<file path="src/rtl/fp_narrow_macros.svh">
`ifndef FP_NARROW_MACROS_SVH
`define FP_NARROW_MACROS_SVH

// Binary64 layout
`define FP64_W          64
`define FP64_EXP_W      11
`define FP64_MAN_W      52      // Fraction only, hidden bit not counted
`define FP64_BIAS       1023

// Binary32 layout
`define FP32_W          32
`define FP32_EXP_W      8
`define FP32_MAN_W      23
`define FP32_BIAS       127

// Unbiased exponent limits of binary32
`define FP32_EMAX       127     // Largest normal
`define FP32_EMIN       (-126)  // Smallest normal
`define FP32_DENORM_MIN (-149)  // Weight of the lowest denormal bit

`endif

</file>
<file path="src/rtl/fp_narrow_pkg.sv">
`include "fp_narrow_macros.svh"

package fp_narrow_pkg;

    // Operand class from the binary64 decode
    typedef enum logic [2:0] {
        ZERO   = 3'd0,
        DENORM = 3'd1,
        NORMAL = 3'd2,
        INF    = 3'd3,
        QNAN   = 3'd4,  // Top fraction bit set
        SNAN   = 3'd5   // Top fraction bit clear, rest nonzero
    } fp_class_t;

    // Exception flags, one set per result
    typedef struct packed {
        logic invalid;    // Signaling NaN seen
        logic overflow;   // Saturated to infinity
        logic underflow;  // Result tiny
        logic inexact;    // Nonzero bits dropped
    } fp_flags_t;

    // Classify output, first pipeline payload
    typedef struct packed {
        logic                  sign;
        fp_class_t             cls;
        logic signed [11:0]    exp;  // Unbiased
        logic [`FP64_MAN_W:0]  sig;  // Hidden bit at the top
    } fp64_fields_t;

    // Converter output, second pipeline payload
    typedef struct packed {
        logic [`FP32_W-1:0] value;
        fp_flags_t          flags;
    } fp32_result_t;

endpackage

</file>
<file path="src/rtl/fp64_classify.sv">
`timescale 1ns/10ps
`include "fp_narrow_macros.svh"

module fp64_classify (
    input  logic [`FP64_W-1:0]          data,
    output fp_narrow_pkg::fp64_fields_t fields
);

    import fp_narrow_pkg::*;

    logic                   sign;
    logic [`FP64_EXP_W-1:0] exp_b;    // Biased exponent field
    logic [`FP64_MAN_W-1:0] man;      // Fraction field
    logic                   exp_zero;
    logic                   exp_ones;
    logic                   man_zero;
    fp_class_t              cls;

    // Field split
    assign sign  = data[`FP64_W-1];
    assign exp_b = data[`FP64_W-2 -: `FP64_EXP_W];
    assign man   = data[`FP64_MAN_W-1:0];

    assign exp_zero = (exp_b == '0);
    assign exp_ones = (exp_b == '1);
    assign man_zero = (man == '0);

    always_comb begin
        if (exp_zero) begin
            cls = man_zero ? ZERO : DENORM;
        end else if (exp_ones) begin
            if (man_zero)
                cls = INF;
            else if (man[`FP64_MAN_W-1])  // Quiet bit
                cls = QNAN;
            else
                cls = SNAN;
        end else begin
            cls = NORMAL;
        end
    end

    assign fields.sign = sign;
    assign fields.cls  = cls;

    // Denormals share the exponent of the smallest normal
    assign fields.exp = exp_zero ? 12'(1 - `FP64_BIAS)
                                 : 12'($signed({1'b0, exp_b}) - `FP64_BIAS);

    // Hidden bit only on normals
    assign fields.sig = {(!exp_zero && !exp_ones), man};

endmodule

</file>
<file path="src/rtl/fp64_to_fp32.sv">
`timescale 1ns/10ps
`include "fp_narrow_macros.svh"

module fp64_to_fp32 (
    input  fp_narrow_pkg::fp64_fields_t fields,
    input  logic                        ftz,
    output fp_narrow_pkg::fp32_result_t result
);

    import fp_narrow_pkg::*;

    localparam int DROP = `FP64_MAN_W - `FP32_MAN_W;  // Fraction bits lost, 29

    logic                  is_nan;
    logic [5:0]            dn_shift;   // Right shift for denormal output
    logic [`FP64_MAN_W:0]  dn_sig;
    logic [`FP64_MAN_W:0]  dn_mask;    // Bits that fall off the end
    logic                  dn_lost;
    logic                  nm_lost;

    assign is_nan = (fields.cls == QNAN) || (fields.cls == SNAN);

    // Only meaningful for exponents in [-149, -127], shift 1..23
    assign dn_shift = 6'(`FP32_EMIN - fields.exp);
    assign dn_sig   = fields.sig >> dn_shift;
    assign dn_mask  = ((`FP64_MAN_W+1)'(1) << (dn_shift + DROP)) - 1'b1;
    assign dn_lost  = |(fields.sig & dn_mask);

    assign nm_lost = |fields.sig[DROP-1:0];  // Truncated tail of a normal

    always_comb begin
        result = '0;
        result.value[`FP32_W-1] = fields.sign;  // Sign always kept
        case (fields.cls)
            QNAN, SNAN: begin
                // Quiet bit forced, next 22 fraction bits kept
                result.value[`FP32_W-2:0] = {{`FP32_EXP_W{1'b1}}, 1'b1,
                                             fields.sig[`FP64_MAN_W-2 -: `FP32_MAN_W-1]};
                result.flags.invalid = (fields.cls == SNAN);
            end
            INF: begin
                result.value[`FP32_W-2 -: `FP32_EXP_W] = '1;
            end
            ZERO: begin
                // Signed zero, nothing else to set
            end
            default: begin  // NORMAL and DENORM
                if (fields.exp > `FP32_EMAX) begin
                    result.value[`FP32_W-2 -: `FP32_EXP_W] = '1;  // Saturate to infinity
                    result.flags.overflow = 1'b1;
                    result.flags.inexact  = 1'b1;
                end else if (fields.exp < `FP32_DENORM_MIN) begin
                    // Too small even for a denormal, binary64 denormals land here
                    result.flags.underflow = 1'b1;
                    result.flags.inexact   = 1'b1;
                end else if (fields.exp < `FP32_EMIN) begin
                    if (ftz) begin
                        result.flags.underflow = 1'b1;  // Flushed
                        result.flags.inexact   = 1'b1;
                    end else begin
                        result.value[`FP32_MAN_W-1:0] = dn_sig[DROP +: `FP32_MAN_W];
                        result.flags.underflow = 1'b1;
                        result.flags.inexact   = dn_lost;
                    end
                end else begin
                    // Rebias, truncate fraction
                    result.value[`FP32_W-2 -: `FP32_EXP_W] =
                        `FP32_EXP_W'(fields.exp + `FP32_BIAS);
                    result.value[`FP32_MAN_W-1:0] = fields.sig[`FP64_MAN_W-1 -: `FP32_MAN_W];
                    result.flags.inexact = nm_lost;
                end
            end
        endcase
    end

    // NaN in must come out with an all ones exponent, whatever branch decodes it
    nan_not_finite_a: assert final ($isunknown(fields.cls) || !is_nan ||
                                    result.value[`FP32_W-2 -: `FP32_EXP_W] == '1)
        else $error("NaN input gave finite result %h", result.value);

endmodule

</file>
<file path="src/rtl/fp_pipe_stage.sv">
`timescale 1ns/10ps

module fp_pipe_stage #(
    parameter type payload_t = logic
) (
    input  logic     clk,
    input  logic     rst_n,
    input  logic     in_valid,
    input  payload_t in_data,
    output logic     out_valid,
    output payload_t out_data
);

    // Valid bit, the only control state here
    always_ff @(posedge clk or negedge rst_n) begin
        if (!rst_n) begin
            out_valid <= 1'b0;
        end else begin
            out_valid <= in_valid;
        end
    end

    // Payload only moves with a valid item
    always_ff @(posedge clk) begin
        if (in_valid) begin
            out_data <= in_data;  // Held otherwise
        end
    end

    // Upstream strobes must stay clean once out of reset
    valid_known_a: assert property (
        @(posedge clk) disable iff (!rst_n)
        !$isunknown(out_valid)
    ) else $error("out_valid unknown");

endmodule

</file>
<file path="src/rtl/fp_flag_regs.sv">
`timescale 1ns/10ps

module fp_flag_regs (
    input  logic                     clk,
    input  logic                     rst_n,
    input  logic                     cfg_wr,      // Config write strobe
    input  logic                     cfg_ftz,     // New flush-to-zero level
    input  logic                     flag_clear,  // Clear sticky flags
    input  logic                     res_valid,   // Result on the output
    input  fp_narrow_pkg::fp_flags_t res_flags,
    output logic                     ftz,
    output fp_narrow_pkg::fp_flags_t sticky_flags
);

    import fp_narrow_pkg::*;

    fp_flags_t sticky_next;

    // Flush-to-zero setting
    always_ff @(posedge clk or negedge rst_n) begin
        if (!rst_n) begin
            ftz <= 1'b0;
        end else if (cfg_wr) begin
            ftz <= cfg_ftz;
        end
    end

    // Clear beats a result landing on the same edge
    always_comb begin
        if (flag_clear)
            sticky_next = '0;
        else if (res_valid)
            sticky_next = sticky_flags | res_flags;  // Accumulate
        else
            sticky_next = sticky_flags;
    end

    always_ff @(posedge clk or negedge rst_n) begin
        if (!rst_n) begin
            sticky_flags <= '0;
        end else begin
            sticky_flags <= sticky_next;
        end
    end

    // A clear leaves nothing behind even with a flagged result in the same cycle
    clear_wins_a: assert property (
        @(posedge clk) disable iff (!rst_n)
        flag_clear |=> (sticky_flags == '0)
    ) else $error("sticky_flags %h after clear", sticky_flags);

endmodule

</file>
<file path="src/rtl/fp_narrow_top.sv">
`timescale 1ns/10ps
`include "fp_narrow_macros.svh"

module fp_narrow_top (
    input  logic                        clk,
    input  logic                        rst_n,
    input  logic                        in_valid,
    input  logic [`FP64_W-1:0]          in_data,
    input  logic                        cfg_wr,
    input  logic                        cfg_ftz,
    input  logic                        flag_clear,
    output logic                        out_valid,
    output fp_narrow_pkg::fp32_result_t out_result,
    output logic                        ftz,
    output fp_narrow_pkg::fp_flags_t    sticky_flags
);

    import fp_narrow_pkg::*;

    fp64_fields_t cls_fields;  // Classify out, unregistered
    fp64_fields_t s1_fields;   // After first stage
    logic         s1_valid;
    fp32_result_t cvt_result;  // Converter out, unregistered

    fp64_classify u_classify (
        .data   (in_data),
        .fields (cls_fields)
    );

    // Stage 1, decoded operand
    fp_pipe_stage #(.payload_t(fp64_fields_t)) u_stage_fields (
        .clk       (clk),
        .rst_n     (rst_n),
        .in_valid  (in_valid),
        .in_data   (cls_fields),
        .out_valid (s1_valid),
        .out_data  (s1_fields)
    );

    fp64_to_fp32 u_convert (
        .fields (s1_fields),
        .ftz    (ftz),         // Live setting, applies to whatever sits in stage 1
        .result (cvt_result)
    );

    // Stage 2, result and flags
    fp_pipe_stage #(.payload_t(fp32_result_t)) u_stage_result (
        .clk       (clk),
        .rst_n     (rst_n),
        .in_valid  (s1_valid),
        .in_data   (cvt_result),
        .out_valid (out_valid),
        .out_data  (out_result)
    );

    fp_flag_regs u_flag_regs (
        .clk          (clk),
        .rst_n        (rst_n),
        .cfg_wr       (cfg_wr),
        .cfg_ftz      (cfg_ftz),
        .flag_clear   (flag_clear),
        .res_valid    (out_valid),
        .res_flags    (out_result.flags),
        .ftz          (ftz),
        .sticky_flags (sticky_flags)
    );

endmodule

</file>
<file path="config.mk">
export PLATFORM = sky130hd
export DESIGN_NAME = fp_narrow_top
export DESIGN_NICKNAME = d
export VERILOG_FILES = /design/src/rtl/fp_narrow_pkg.sv /design/src/rtl/fp64_classify.sv /design/src/rtl/fp64_to_fp32.sv /design/src/rtl/fp_pipe_stage.sv /design/src/rtl/fp_flag_regs.sv /design/src/rtl/fp_narrow_top.sv
export VERILOG_INCLUDE_DIRS = /design/src /design/src/rtl
export SDC_FILE = /design/constraint.sdc
export NUM_CORES = 1
export LEC_CHECK = 0
export ABC_AREA = 1
export BUFFER_PORTS_ARGS = -buffer_cell sky130_fd_sc_hd__buf_2
export CORE_UTILIZATION = 60
export CTS_BUF_LIST = sky130_fd_sc_hd__clkbuf_8
export DETAILED_ROUTE_END_ITERATION = 10
export PLACE_DENSITY = 0.89
export SETUP_SLACK_MARGIN = 0.4
export SLEW_MARGIN = 10
export SYNTH_ARGS = -nofsm -noshare
export SYNTH_HDL_FRONTEND = slang
export SYNTH_SLANG_ARGS = --single-unit
export TNS_END_PERCENT = 100
</file>
<file path="constraint.sdc">
create_clock -name clk -period 4 [get_ports clk]
set_input_delay 0.8 -clock clk [delete_from_list [all_inputs] [get_ports clk]]
set_output_delay 0.8 -clock clk [all_outputs]
set_load 0.005 [all_outputs]
</file>
==> results.cfg <==
[status]
outcome = complete, no violations

[logic_synthesis]
synth.most_common_cell = nand2_1
yosys-top-cells-count = nand2_1 (317), nor2_1 (221), edfxtp_1 (105), inv_1 (101), nand3_1 (101)
ys_ff_latch = 112
netlist.area_leader.share = 0.380
yosysTopAreaCell = edfxtp_1
async_reset_ff_frac = 0.0625
synth_cell_type_count = 50
ys_seq_area_frac = 0.401
synth.area.top_cells = edfxtp_1 (38%), nand2_1 (14%), nor2_1 (10%), nand3_1 (6.1%), inv_1 (4.6%)
yosys_most_used_dff = edfxtp_1
postSynthCellCount = 1172
synth_area_mm2 = 0.00830
yosysWarnings = 0
synth-edff-count = 105
syn_avg_cell_area_um2 = 7.08

[power_and_ir_drop]
internal_power_mw = 2.16
power_density_mw_per_mm2 = 373
comb_power_share = 0.411
p_switching_mw = 1.59
peakVddDrop_uv = 355
clkPwrFrac = 0.193
leakagePower_nw = 4.71
swShare = 0.424
power_frac_seq = 0.395

[floorplanning]
dieArea_mm2 = 0.0143
initial_core_util = 0.622
die_y_um = 120
die_width_um = 120
fp-row-count = 42
io_pins = 112
core_mm2 = 0.0133

[detailed_routing]
first_pass_iters = 6
drtIter0Drc = 1409
drt.antenna.violating_nets = 0
drc = 0
wl_um = 30400
vias = 9415
vias_per_cell = 6.30
wl_per_cell_um = 20.3

[setup_path]
critical_path_class = register to register
r2r-start = u_stage_fields.out_data[54]
crit_fanout = 7
cp.required_ns = 4.18
cp-start-kind = register
critPathCaptureType = register
regToRegSetupSlack_ns = 0.24
crit_arrival_ns = 3.94
startpoint = u_stage_fields.out_data[54]

[timing]
finalSetupTns_ns = 0
hold_viol = 0
clock_skew_ns = 0.0260
timing.fmax_mhz = 266
drv_slew = 0
period_minus_slack_ns = 3.76
timing.hold.ws_ns = 0.185
period_share = 0.940
rsz0062_at_grt = yes
worst_slew_pin_slew_ns = 1.15
setup_viol = 0
max_slew_margin = 0.226

[clock_tree]
ctsHoldBuffers = 0
clk_latency_ns = 0.43
cts_tree = built
worst_setup_hold_path_clk_slew_ns = 0.13
cts_sinks = 112
cts_buffer_depth = 2
htreeDepth = 3
cts_root_buf = clkbuf_8
numCtsBuffers = 9

[global_routing]
grt_usage = 0.410
antenna_found_initial = 1
grt_pass1_vias = 8362
grt_max_degree = 45
grt_pass1_wl_um = 44100
overflow = 0

[placed_design]
io_buffers = 111
dpl.cell_count = 1454
dp_hpwl_um = 23000
gp_congestion = 1.10
placed_area_mm2 = 0.00909

[layout]
fin_nets = 1394
post-route-util = 0.754
syn2layout_area_growth_pct = 21.3
instances_no_fill = 1494
antennaDiodeCount = 0
final_layout_size_suffix_gt1_frac = 0.247
design_area_mm2 = 0.0101

[min_path]
hp-class = input pin to asynchronous set/reset pin

[job]
cap_violations = 0
==> area by class of cell <==
cell class | instances | area, um^2
multi-input combinational | 926 | 4930
sequential | 112 | 3330
fill | 1017 | 3280
timing repair buffer | 156 | 950
inverter | 108 | 415
tap | 176 | 220
clock buffer | 9 | 124
clock inverter | 7 | 95.1
==> worst max-delay path, cell delays in order (launching register included) <==
cell and delay [ns]:
edfxtp_1 0.48, ha_4 0.21, ha_4 0.30, inv_2 0.07, a21oi_4 0.19, nand3_2 0.14, nand2_2 0.10, nand2_4 0.08
nand2_8 0.11, clkinvlp_4 0.20, nand2_2 0.15, nand2_2 0.11, nor2_4 0.13, nand2_1 0.06, nor2_1 0.25, nand3_1 0.12
nand3_1 0.09, nand2_1 0.08, nor2_1 0.13, nand3_1 0.13, nor2_2 0.14, nand3_1 0.12, nand2_1 0.07, nand2_1 0.05
==> layout by cell type (no fill, tap or decap), types with 4 or more instances in the layout <==
cell type and n:
nand4_1 20, mux2i_1 10, nor2_2 40, a21oi_4 4, nand2_1 284, nand3_2 15, nand3_1 86, dfrtp_1 7
nor3_1 8, nor2_1 184, inv_1 97, o21ai_0 71, nand3b_1 6, a21oi_2 8, nand2_2 35, a21oi_1 26
nor2_4 19, ha_1 8, nor4_1 21, xor2_1 11, buf_4 38, edfxtp_1 105, o22ai_1 16, inv_2 7
o32ai_1 6, clkbuf_8 9, buf_2 111, nand2_4 10
==> path summary, 6_finish.rpt <==
kind / end / depth (start not counted)
setup / recovery: u_stage_result.out_data[0] / 23
hold / removal: u_stage_fields.out_valid / 1
setup reg to reg: u_stage_result.out_data[0] / 23
hold reg to reg: u_stage_result.out_data[35] / 0
max in group asynchronous: u_flag_regs.ftz / 1
min in group clk: u_stage_result.out_data[35] / 0
==> metrics by stage <==
| stage | worst slack [ns] | total power [mW] |
|---|---|---|
| CTS | 0.421 | 3.52 |
| floorplan | 0.413 | 2.36 |
| finish | 0.239 | 3.75 |
| global route | 0.149 | 3.92 |
| global placement | 0.0609 | 2.74 |
| detailed placement | 0.0174 | 2.76 |
==> logic make-up (layout without fill, tap and decap cells) <==
logic type,Yosys count,count (layout),synth area share
flip-flops,112,112,0.401
other,1,2,0.000452
AO/OA/AOI/OAI,151,151,0.104
multiplexers,11,11,0.0134
adder cells (fa/ha/maj),11,11,0.0166
XOR/XNOR,12,12,0.0127
buffers and inverters,136,280,0.0678
AND/OR/NAND/NOR,738,739,0.384
==> registers in the layout, summed over array words and instances, names as in the netlist <==
name	flops
u_stage_fields.out_data	69
u_flag_regs.ftz	1
u_stage_result.out_valid	1
u_stage_result.out_data	36
u_flag_regs.sticky_flags	4
u_stage_fields.out_valid	1
==> power by group through the flow <==
stage          Sequential [mW]  Combinational, mW  Clock (mW)
6_report                  1.48               1.54       0.726
2_1_floorplan             1.47              0.883           0
4_1_cts                   1.48               1.32       0.723
3_3_place_gp              1.50               1.24           0
5_1_grt                   1.49               1.66       0.765
3_5_place_dp              1.50               1.26           0
==> layer usage <==
layer,track usage,vias up,wire [um]
met5,0,-,11
met4,0.190,2,1740
met3,0.111,179,3720
met2,0.642,708,13600
met1,0.530,4297,11300
li1,-,4229,-
==> repair_timing <==
| action | 4_1_cts | 5_1_grt |
|---|---|---|
| resized for setup | 36 | 110 |
| gates cloned | 0 | 1 |
| setup buffers | 5 | 18 |
| pin swaps | 6 | 34 |
| endpoints found under the setup margin | 1 | 1 |
Power figures use the tool's default switching activity.
